### src/source/mem_bridge_pkg.sv
`default_nettype none

package mem_bridge_pkg;

    localparam int ADDR_W   = 32;
    localparam int DATA_W   = 32;
    localparam int STRB_W   = 4;
    localparam int ID_W     = 4;
    localparam int SIZE_W   = 2;
    localparam int AXSIZE_W = 3;

    // Read ids per source
    localparam logic [ID_W-1:0] INST_ID = 4'd0;
    localparam logic [ID_W-1:0] DATA_ID = 4'd1;

    // Byte is 0 and half-word is 1
    localparam logic [SIZE_W-1:0] SIZE_WORD = 2'd2;

    // Uncache controller states
    localparam int ST_W = 3;
    localparam logic [ST_W-1:0] ST_IDLE  = 3'd0;
    localparam logic [ST_W-1:0] ST_ADDR  = 3'd1;
    localparam logic [ST_W-1:0] ST_DATA  = 3'd2;
    localparam logic [ST_W-1:0] ST_WRITE = 3'd3;
    localparam logic [ST_W-1:0] ST_BRESP = 3'd4;

    // Read grant owner
    localparam int GNT_W = 2;
    localparam logic [GNT_W-1:0] GNT_NONE = 2'd0;
    localparam logic [GNT_W-1:0] GNT_INST = 2'd1;
    localparam logic [GNT_W-1:0] GNT_DATA = 2'd2;

endpackage

`default_nettype wire

### src/source/axi_read_if.sv
`default_nettype none

interface axi_read_if import mem_bridge_pkg::*; ();

    logic [ID_W-1:0]     arid;
    logic [ADDR_W-1:0]   araddr;
    logic [AXSIZE_W-1:0] arsize;
    logic                arvalid;
    logic                arready;

    logic [ID_W-1:0]     rid;
    logic [DATA_W-1:0]   rdata;
    logic                rvalid;
    logic                rready;

    modport master (
        output arid, araddr, arsize, arvalid, rready,
        input  arready, rid, rdata, rvalid
    );

    // Arbiter side
    modport slave (
        input  arid, araddr, arsize, arvalid, rready,
        output arready, rid, rdata, rvalid
    );

endinterface

`default_nettype wire

### src/source/axi_read_arbiter.sv
`default_nettype none

module axi_read_arbiter import mem_bridge_pkg::*; (
    input  logic                aclk,
    input  logic                rst,

    axi_read_if.slave           inst_rd,
    axi_read_if.slave           data_rd,

    output logic [ID_W-1:0]     arid,
    output logic [ADDR_W-1:0]   araddr,
    output logic [AXSIZE_W-1:0] arsize,
    output logic                arvalid,
    input  logic                arready,
    input  logic [ID_W-1:0]     rid,
    input  logic [DATA_W-1:0]   rdata,
    input  logic                rvalid,
    output logic                rready
);

    logic [GNT_W-1:0] gnt_q;
    logic [GNT_W-1:0] gnt;
    logic             sel_inst;
    logic             sel_data;

    // Held grant wins, else data before inst
    always_comb begin
        gnt = gnt_q;
        if (gnt_q == GNT_NONE) begin
            if (data_rd.arvalid) begin
                gnt = GNT_DATA;
            end else if (inst_rd.arvalid) begin
                gnt = GNT_INST;
            end
        end
    end

    assign sel_inst = (gnt == GNT_INST);
    assign sel_data = (gnt == GNT_DATA);

    always_comb begin
        arid    = '0;
        araddr  = '0;
        arsize  = '0;
        arvalid = 1'b0;
        rready  = 1'b0;
        if (sel_data) begin
            arid    = data_rd.arid;
            araddr  = data_rd.araddr;
            arsize  = data_rd.arsize;
            arvalid = data_rd.arvalid;
            rready  = data_rd.rready;
        end else if (sel_inst) begin
            arid    = inst_rd.arid;
            araddr  = inst_rd.araddr;
            arsize  = inst_rd.arsize;
            arvalid = inst_rd.arvalid;
            rready  = inst_rd.rready;
        end
    end

    // Ungranted side sees no handshake
    assign inst_rd.arready = sel_inst && arready;
    assign inst_rd.rvalid  = sel_inst && rvalid;
    assign inst_rd.rdata   = sel_inst ? rdata : '0;
    assign inst_rd.rid     = rid;

    assign data_rd.arready = sel_data && arready;
    assign data_rd.rvalid  = sel_data && rvalid;
    assign data_rd.rdata   = sel_data ? rdata : '0;
    assign data_rd.rid     = rid;

    always_ff @(posedge aclk) begin
        if (rst) begin
            gnt_q <= GNT_NONE;
        end else if (rvalid && rready) begin
            gnt_q <= GNT_NONE;
        end else begin
            gnt_q <= gnt;
        end
    end

endmodule

`default_nettype wire

### src/source/data_uncache.sv
`default_nettype none

module data_uncache import mem_bridge_pkg::*; (
    input  logic                aclk,
    input  logic                rst,

    input  logic                data_req,
    input  logic                data_wr,
    input  logic [SIZE_W-1:0]   data_size,
    input  logic [ADDR_W-1:0]   data_addr,
    input  logic [DATA_W-1:0]   data_wdata,
    input  logic [STRB_W-1:0]   data_wstrb,
    output logic [DATA_W-1:0]   data_rdata,
    output logic                data_addr_ok,
    output logic                data_data_ok,

    axi_read_if.master          rd,

    output logic [ID_W-1:0]     awid,
    output logic [ADDR_W-1:0]   awaddr,
    output logic [AXSIZE_W-1:0] awsize,
    output logic                awvalid,
    input  logic                awready,
    output logic [DATA_W-1:0]   wdata,
    output logic [STRB_W-1:0]   wstrb,
    output logic                wvalid,
    input  logic                wready,
    input  logic                bvalid,
    output logic                bready
);

    logic [ST_W-1:0]     state;
    logic [ADDR_W-1:0]   addr_q;
    logic [SIZE_W-1:0]   size_q;
    logic [DATA_W-1:0]   wdata_q;
    logic [STRB_W-1:0]   wstrb_q;
    logic [AXSIZE_W-1:0] axsize;
    logic                aw_done;
    logic                w_done;
    logic                accept;
    logic                ar_fire;
    logic                r_fire;
    logic                aw_fire;
    logic                w_fire;
    logic                b_fire;

    assign data_addr_ok = (state == ST_IDLE);
    assign accept       = data_req && data_addr_ok;

    assign ar_fire = rd.arvalid && rd.arready;
    assign r_fire  = rd.rvalid && rd.rready;
    assign aw_fire = awvalid && awready;
    assign w_fire  = wvalid && wready;
    assign b_fire  = bvalid && bready;

    assign axsize = {{(AXSIZE_W - SIZE_W){1'b0}}, size_q};

    assign rd.arid    = DATA_ID;
    assign rd.araddr  = addr_q;
    assign rd.arsize  = axsize;
    assign rd.arvalid = (state == ST_ADDR);
    assign rd.rready  = (state == ST_DATA) && !data_data_ok;

    assign awid    = DATA_ID;
    assign awaddr  = addr_q;
    assign awsize  = axsize;
    assign wdata   = wdata_q;
    assign wstrb   = wstrb_q;

    // aw and w open together, each closes on its own transfer
    assign awvalid = (state == ST_WRITE) && !aw_done;
    assign wvalid  = (state == ST_WRITE) && !w_done;
    assign bready  = (state == ST_BRESP) && !data_data_ok;

    always_ff @(posedge aclk) begin
        if (rst) begin
            state        <= ST_IDLE;
            aw_done      <= 1'b0;
            w_done       <= 1'b0;
            data_data_ok <= 1'b0;
        end else begin
            data_data_ok <= r_fire || b_fire;
            case (state)
                ST_IDLE: begin
                    if (accept) begin
                        state   <= data_wr ? ST_WRITE : ST_ADDR;
                        aw_done <= 1'b0;
                        w_done  <= 1'b0;
                    end
                end
                ST_ADDR: begin
                    if (ar_fire) begin
                        state <= ST_DATA;
                    end
                end
                ST_WRITE: begin
                    aw_done <= aw_done || aw_fire;
                    w_done  <= w_done || w_fire;
                    if ((aw_done || aw_fire) && (w_done || w_fire)) begin
                        state <= ST_BRESP;
                    end
                end
                ST_DATA, ST_BRESP: begin
                    if (data_data_ok) begin
                        state <= ST_IDLE;
                    end
                end
                default: begin
                    state <= ST_IDLE;
                end
            endcase
        end
    end

    // Whole request captured at acceptance
    always_ff @(posedge aclk) begin
        if (accept) begin
            addr_q  <= data_addr;
            size_q  <= data_size;
            wdata_q <= data_wdata;
            wstrb_q <= data_wstrb;
        end
        if (r_fire) begin
            data_rdata <= rd.rdata;
        end
    end

endmodule

`default_nettype wire

### src/source/inst_uncache.sv
`default_nettype none

module inst_uncache import mem_bridge_pkg::*; (
    input  logic              aclk,
    input  logic              rst,

    input  logic              inst_req,
    input  logic [ADDR_W-1:0] inst_addr,
    output logic [DATA_W-1:0] inst_rdata,
    output logic              inst_addr_ok,
    output logic              inst_data_ok,

    axi_read_if.master        rd
);

    logic [ST_W-1:0]   state;
    logic [ADDR_W-1:0] addr_q;
    logic              accept;
    logic              ar_fire;
    logic              r_fire;

    assign inst_addr_ok = (state == ST_IDLE);
    assign accept       = inst_req && inst_addr_ok;

    assign ar_fire = rd.arvalid && rd.arready;
    assign r_fire  = rd.rvalid && rd.rready;

    // Always one full word per fetch
    assign rd.arid    = INST_ID;
    assign rd.araddr  = addr_q;
    assign rd.arsize  = {{(AXSIZE_W - SIZE_W){1'b0}}, SIZE_WORD};
    assign rd.arvalid = (state == ST_ADDR);

    // Held low during the data_ok cycle
    assign rd.rready  = (state == ST_DATA) && !inst_data_ok;

    always_ff @(posedge aclk) begin
        if (rst) begin
            state        <= ST_IDLE;
            inst_data_ok <= 1'b0;
        end else begin
            inst_data_ok <= r_fire;
            case (state)
                ST_IDLE: begin
                    if (accept) begin
                        state <= ST_ADDR;
                    end
                end
                ST_ADDR: begin
                    if (ar_fire) begin
                        state <= ST_DATA;
                    end
                end
                ST_DATA: begin
                    // Leave once the pulse has gone out
                    if (inst_data_ok) begin
                        state <= ST_IDLE;
                    end
                end
                default: begin
                    state <= ST_IDLE;
                end
            endcase
        end
    end

    always_ff @(posedge aclk) begin
        if (accept) begin
            addr_q <= inst_addr;
        end
        if (r_fire) begin
            inst_rdata <= rd.rdata;
        end
    end

endmodule

`default_nettype wire

### src/source/mem_bridge_top.sv
`default_nettype none

module mem_bridge_top import mem_bridge_pkg::*; (
    input  logic                aclk,
    input  logic                rst,

    input  logic                inst_req,
    input  logic [ADDR_W-1:0]   inst_addr,
    output logic [DATA_W-1:0]   inst_rdata,
    output logic                inst_addr_ok,
    output logic                inst_data_ok,

    input  logic                data_req,
    input  logic                data_wr,
    input  logic [SIZE_W-1:0]   data_size,
    input  logic [ADDR_W-1:0]   data_addr,
    input  logic [DATA_W-1:0]   data_wdata,
    input  logic [STRB_W-1:0]   data_wstrb,
    output logic [DATA_W-1:0]   data_rdata,
    output logic                data_addr_ok,
    output logic                data_data_ok,

    output logic [ID_W-1:0]     arid,
    output logic [ADDR_W-1:0]   araddr,
    output logic [AXSIZE_W-1:0] arsize,
    output logic                arvalid,
    input  logic                arready,
    input  logic [ID_W-1:0]     rid,
    input  logic [DATA_W-1:0]   rdata,
    input  logic                rvalid,
    output logic                rready,

    output logic [ID_W-1:0]     awid,
    output logic [ADDR_W-1:0]   awaddr,
    output logic [AXSIZE_W-1:0] awsize,
    output logic                awvalid,
    input  logic                awready,
    output logic [DATA_W-1:0]   wdata,
    output logic [STRB_W-1:0]   wstrb,
    output logic                wvalid,
    input  logic                wready,
    input  logic                bvalid,
    output logic                bready
);

    axi_read_if inst_rd ();
    axi_read_if data_rd ();

    inst_uncache u_inst_uncache (
        .aclk         (aclk),
        .rst          (rst),
        .inst_req     (inst_req),
        .inst_addr    (inst_addr),
        .inst_rdata   (inst_rdata),
        .inst_addr_ok (inst_addr_ok),
        .inst_data_ok (inst_data_ok),
        .rd           (inst_rd)
    );

    // Only writer in the design, so aw/w/b go straight out
    data_uncache u_data_uncache (
        .aclk         (aclk),
        .rst          (rst),
        .data_req     (data_req),
        .data_wr      (data_wr),
        .data_size    (data_size),
        .data_addr    (data_addr),
        .data_wdata   (data_wdata),
        .data_wstrb   (data_wstrb),
        .data_rdata   (data_rdata),
        .data_addr_ok (data_addr_ok),
        .data_data_ok (data_data_ok),
        .rd           (data_rd),
        .awid         (awid),
        .awaddr       (awaddr),
        .awsize       (awsize),
        .awvalid      (awvalid),
        .awready      (awready),
        .wdata        (wdata),
        .wstrb        (wstrb),
        .wvalid       (wvalid),
        .wready       (wready),
        .bvalid       (bvalid),
        .bready       (bready)
    );

    axi_read_arbiter u_axi_read_arbiter (
        .aclk    (aclk),
        .rst     (rst),
        .inst_rd (inst_rd),
        .data_rd (data_rd),
        .arid    (arid),
        .araddr  (araddr),
        .arsize  (arsize),
        .arvalid (arvalid),
        .arready (arready),
        .rid     (rid),
        .rdata   (rdata),
        .rvalid  (rvalid),
        .rready  (rready)
    );

endmodule

`default_nettype wire

### config.mk
export PLATFORM = sky130hd
export DESIGN_NAME = mem_bridge_top
export DESIGN_NICKNAME = d
export VERILOG_FILES = /design/src/source/mem_bridge_pkg.sv /design/src/source/axi_read_if.sv /design/src/source/axi_read_arbiter.sv /design/src/source/data_uncache.sv /design/src/source/inst_uncache.sv /design/src/source/mem_bridge_top.sv
export SDC_FILE = /design/constraint.sdc
export NUM_CORES = 1
export LEC_CHECK = 0
export CORE_UTILIZATION = 30
export DETAILED_ROUTE_END_ITERATION = 7
export DONT_BUFFER_PORTS = 1
export MAX_ROUTING_LAYER = met4
export SETUP_SLACK_MARGIN = 0.3
export SLEW_MARGIN = 10
export SYNTH_ARGS = -nofsm -noshare
export SYNTH_HDL_FRONTEND = slang
export SYNTH_SLANG_ARGS = --single-unit
### constraint.sdc
create_clock -name aclk -period 2.9 [get_ports aclk]
set_input_delay 0.145 -clock aclk [delete_from_list [all_inputs] [get_ports aclk]]
set_output_delay 0.145 -clock aclk [all_outputs]
set_load 0.03 [all_outputs]
==> results of run 1 <==
cells in the mapped netlist (2+ instances only):
library cell	n	area share [%]
sky130_fd_sc_hd__or3_1	2	0.19
sky130_fd_sc_hd__o21ai_0	2	0.16
sky130_fd_sc_hd__and2_1	67	6.5
sky130_fd_sc_hd__conb_1	2	0.12
sky130_fd_sc_hd__a21oi_1	5	0.39
sky130_fd_sc_hd__a21o_1	3	0.35
sky130_fd_sc_hd__dfxtp_1	11	3.4
sky130_fd_sc_hd__inv_1	2	0.12
sky130_fd_sc_hd__nor2_2	2	0.19
sky130_fd_sc_hd__nand3b_1	2	0.23
sky130_fd_sc_hd__nand2_1	5	0.29
sky130_fd_sc_hd__buf_2	4	0.31
sky130_fd_sc_hd__buf_1	2	0.12
sky130_fd_sc_hd__and3_1	2	0.19
sky130_fd_sc_hd__nor2b_1	2	0.19
sky130_fd_sc_hd__nor3_1	4	0.31
sky130_fd_sc_hd__nand2b_1	2	0.19
sky130_fd_sc_hd__a22o_1	32	4.3
sky130_fd_sc_hd__clkbuf_1	6	0.35
sky130_fd_sc_hd__nor2_1	12	0.70
sky130_fd_sc_hd__edfxtp_1	166	77
sky130_fd_sc_hd__buf_6	5	0.87
sky130_fd_sc_hd__buf_4	10	1.2
sky130_fd_sc_hd__mux2i_1	2	0.31
cell families after synthesis:
| kind of cell | count (synthesis) | share of synthesized area [%] |
|---|---|---|
| other cells | 2 | 0.116 |
| simple gates | 106 | 9.79 |
| compound gates | 50 | 6.19 |
| buf+inv | 29 | 2.93 |
| flops | 177 | 80.7 |
| mux | 2 | 0.310 |
stage by stage:
step | cell area [µm²] | utilization (%) | hold WS [ns] | cells
3_3_place_gp | 6770 | 32.2 | 0.220 | 632
3_5_place_dp | 6770 | 32.2 | 0.222 | 632
2_1_floorplan | 6480 | - | 0.244 | 373
==> summary.txt, run 1 <==
Floorplan
  – I/O pins: 335
  – Number of core rows: 53
  – Effective utilization at floorplan: 30.7%
  – Width of the chip: 149 µm
  – Die extent in y: 149 µm

Synth
  – Ys Warns: 0
  – Proportion of synthesized flip-flops having asynchronous set or reset: 0%
  – Post-synthesis cell type count: 38
  – Syn Area/Cell: 17.6 µm²
  – Primary flip-flop cell chosen by synthesis mapping: sky130_fd_sc_hd__edfxtp_1
  – Sequential cell area fraction in the yosys report: between 80 and 90%
  – EDFF count, synth: ~170
  – Flop and latch count out of synthesis: between 150 and 200
  – Mapped cell area: 6450 µm²
  – Number of instances in the synthesized netlist: approximately 370

Status
  – Outcome: did not finish
  – Error text reported by the tool: [ERROR RSZ-0060] Max buffer count reached.
  – Step where the flow halted: clock tree synthesis (4_1_cts)

Clocking
  – Clk Tree Root Cell: sky130_fd_sc_hd__clkbuf_16
  – Hold buffer count at cts: 134
  – Number of gates resized after CTS: 0
  – Inserted Clock Buffers: 17
  – Max H-tree Level: 4
  – Deepest clock path buffer count: 2
  – Clk sink count: roughly 180
  – Number of setup buffers added after CTS: 1

Place
  – Number of port buffers: 0
  – Worst setup slack after placement: just under 0.4 ns
  – DP HPWL: 10.4 mm
  – Gpl congestion: 0.802
==> run 2: changes to the inputs <==
--- a/config.mk
+++ b/config.mk
@@ -5,11 +5,10 @@
 export SDC_FILE = /design/constraint.sdc
 export NUM_CORES = 1
 export LEC_CHECK = 0
-export CORE_UTILIZATION = 30
+export CORE_UTILIZATION = 20
 export DETAILED_ROUTE_END_ITERATION = 7
 export DONT_BUFFER_PORTS = 1
-export MAX_ROUTING_LAYER = met4
-export SETUP_SLACK_MARGIN = 0.3
+export PLACE_DENSITY_LB_ADDON = 0.15
 export SLEW_MARGIN = 10
 export SYNTH_ARGS = -nofsm -noshare
 export SYNTH_HDL_FRONTEND = slang
==> constraint.sdc (replaced) <==
create_clock -name aclk -period 3.75 [get_ports aclk]
set_input_delay 0.1875 -clock aclk [delete_from_list [all_inputs] [get_ports aclk]]
set_output_delay 0.1875 -clock aclk [all_outputs]
set_load 0.03 [all_outputs]
==> summary.txt, run 2 <==
Clocking
  – CTS tree: yes
  – Clock latency of the later-clocked register in the worst-skew pair: 0.43 ns
  – Max H-tree Level: 4
  – Deepest clock path buffer count: 2
  – CTS clk-pin slew, worst paths: 0.07 ns
  – Clk sink count: 177
  – Number of gates resized after CTS: 0
  – Inserted Clock Buffers: 17
  – Clk Tree Root Cell: sky130_fd_sc_hd__clkbuf_16

Synth
  – Primary flip-flop cell chosen by synthesis mapping: sky130_fd_sc_hd__edfxtp_1
  – Cell taking the most area after synthesis: sky130_fd_sc_hd__edfxtp_1
  – Mapped cell area: roughly 6500 µm²
  – List of most frequent post-synthesis cells: 166 x sky130_fd_sc_hd__edfxtp_1, 67 x sky130_fd_sc_hd__and2_1, 32 x sky130_fd_sc_hd__a22o_1, 12 x sky130_fd_sc_hd__nor2_1, 11 x sky130_fd_sc_hd__dfxtp_1
  – Top area cells in the synthesized netlist: sky130_fd_sc_hd__edfxtp_1 77%, sky130_fd_sc_hd__and2_1 6.5%, sky130_fd_sc_hd__a22o_1 4.3%
  – Top-count cell post-synth: sky130_fd_sc_hd__edfxtp_1
  – Syn Area/Cell: 17.6 µm²
  – Number of instances in the synthesized netlist: 366
  – Share of Yosys cell area claimed by the top area cell type: 77.3%
  – Proportion of synthesized flip-flops having asynchronous set or reset: 0%
  – Post-synthesis cell type count: 38
  – Flop and latch count out of synthesis: 177
  – EDFF count, synth: 166
  – Ys Warns: 0
  – Sequential cell area fraction in the yosys report: 80.7%

Power and ir drop
  – Power per Cell Area: 620 nW/µm²
  – Maximum vdd ir drop: 449 µV
  – Leakage power total: 3.07 nW
  – Sum of internal, switching and leakage power: 5.52 mW

Route
  – Number of nets still failing antenna checks after routing: 0
  – Overall routed net length: 16.8 mm
  – Routed vias/inst: 4.04
  – Routed length per instance: 18.2 µm
  – Number of search-and-repair iterations in the first detailed-routing pass: 4
  – Starting DRT DRC Count: 147
  – Count of unresolved DRC violations after routing: 0
  – Count of vias placed by the detailed router: 3,746

Timing
  – Total negative slack for setup checks: 0 ns
  – Setup violation total in the final timing report: 0
  – Unrepaired setup endpoints after global routing: false
  – Transition time at the pin with the least slew margin: 1.09 ns
  – Number of max-slew violations in the final report: 0
  – Final period utilization: around three quarters
  – Final hold vios: 0
  – Max Fclk: 357 MHz
  – Post-route clock skew: 0.0103 ns
  – Hold_ws: 0.0803 ns
  – Final period demand of the worst path: ~2.8 ns
  – Remaining max-slew budget at the tightest pin: 26.5%

GRT
  – Maximum number of pins on one net before global-route repair: 73
  – Via count of the first global-routing pass: just over 4,000
  – Total global routing overflow: 0
  – Global-route wire length before repair: 24.5 mm
  – Number of antenna violations at the first check in global routing: 0
  – GRT Resource Usage Total: 10.3%

Cells and area
  – Core occupancy in the finished layout: 28.1%
  – Ratio of cells with drive above 1 in the final layout: 7.43%
  – Commonest non-fill, non-tap cells in the layout: 166 x sky130_fd_sc_hd__edfxtp_1, 143 x sky130_fd_sc_hd__dlygate4sd3_1, 65 x sky130_fd_sc_hd__and2_1
  – Number of nets in the layout: 660
  – Most frequent standard cell in the layout excluding fill and tap cells: sky130_fd_sc_hd__edfxtp_1
  – Area added between synthesis and finish: 37.9%
  – Antenna diode count: 0
  – FILL cells: 3,161

Floorplan
  – Die area: 33,000 µm²
  – Width of the chip: approximately 180 µm
  – Standard cell core area: around 32,000 µm²
  – Number of core rows: 65
  – I/O pins: around 340
  – Effective utilization at floorplan: 20.4%
  – Die extent in y: between 150 and 200 µm

Setup path
  – Arrival time at the worst endpoint: about 2.6 ns
  – Startpoint type of the worst setup path: register
  – Critical path required time: 3.56 ns
  – Crit. End Element: output pin
  – Highest fanout seen on the critical path: 46
  – Class of the most critical setup path: register to output pin
  – Slack of the worst reg-to-reg path: roughly 1.5 ns

Place
  – DP HPWL: 11.0 mm
  – Number of port buffers: 0
  – Gpl congestion: approximately 0.76

Job
  – # Max-Cap Violations: 0

Status
  – Outcome: completed

Worst hold path
  – Hold WC Path Type: input port to register
==> run 2: cell counts after synthesis <==
Identical to the previous run, type by type.
==> run 2: stage by stage <==
step / instance area (µm²) / setup WS (ns) / std cells
final: 8900 / 0.945 / 927
after global placement: 6880 / 1.32 / 752
after floorplan: 6480 / 0.290 / 373
after CTS: 8900 / 0.825 / 927
after detailed placement: 6880 / 1.33 / 752
after global routing: 8900 / 0.734 / 927
==> run 2: cell type report <==
cell class | instances | area [µm²] | share of cell area (%)
flip-flops and latches | 177 | 5200 | 58.5
repair buffers | 147 | 1490 | 16.7
multi-input cells | 167 | 1110 | 12.4
well taps | 402 | 503 | 5.65
clock buffers | 19 | 433 | 4.86
clock inverters | 13 | 160 | 1.80
inverters | 2 | 7.51 | 0.0843
==> run 2: worst max-delay path, stage by stage (launching register included) <==
cell and delay, ns:
sky130_fd_sc_hd__dfxtp_1 0.47, sky130_fd_sc_hd__nor3b_1 0.30, sky130_fd_sc_hd__nor2_1 0.13, sky130_fd_sc_hd__nor2_4 0.54, sky130_fd_sc_hd__buf_12 0.31, sky130_fd_sc_hd__a22o_1 0.38
==> run 2: worst paths after layout <==
| path | start | endpoint | cells after the start |
|---|---|---|---|
| max reg2reg | u_inst_uncache.state[0] | u_inst_uncache.state[0] | 5 |
| min | data_req | u_data_uncache.state[0] | 2 |
| min reg2reg | u_data_uncache.aw_done | u_data_uncache.aw_done | 2 |
| max | u_data_uncache.state[0] | araddr[3] | 5 |
==> run 2: logic make-up (layout without fill, tap and decap cells) <==
kind of cell           count (synthesis)  in the layout  share of synthesized area, %
AOI/OAI and AO/OA                     50             50                          6.19
buffers and inverters                 29            181                          2.93
DFF                                  177            177                          80.7
muxes                                  2              2                         0.310
other                                  2              9                         0.116
and+or+nand+nor                      106            106                          9.79
==> run 2: per-layer routing <==
metal / vias up / wire length, µm / global-route usage (%)
met5: - / 0 / 0
met4: 0 / 403 / 5.08
met3: 26 / 2060 / 5.86
met2: 256 / 8410 / 17.4
met1: 1815 / 5970 / 10.1
li1: 1649 / - / -
==> run 2: what timing repair did <==
item                                   4_1_cts  5_1_grt
setup buffers                                0        0
hold buffers                               143        0
endpoints found under the hold margin      177        0
==> run 2: power by group <==
part           switching [mW]  total [mW]  internal, mW
logic                   0.678       0.993         0.315
registers               0.319        2.71          2.39
clock network           0.764        1.81          1.05
(Power assumes the default switching activity.)
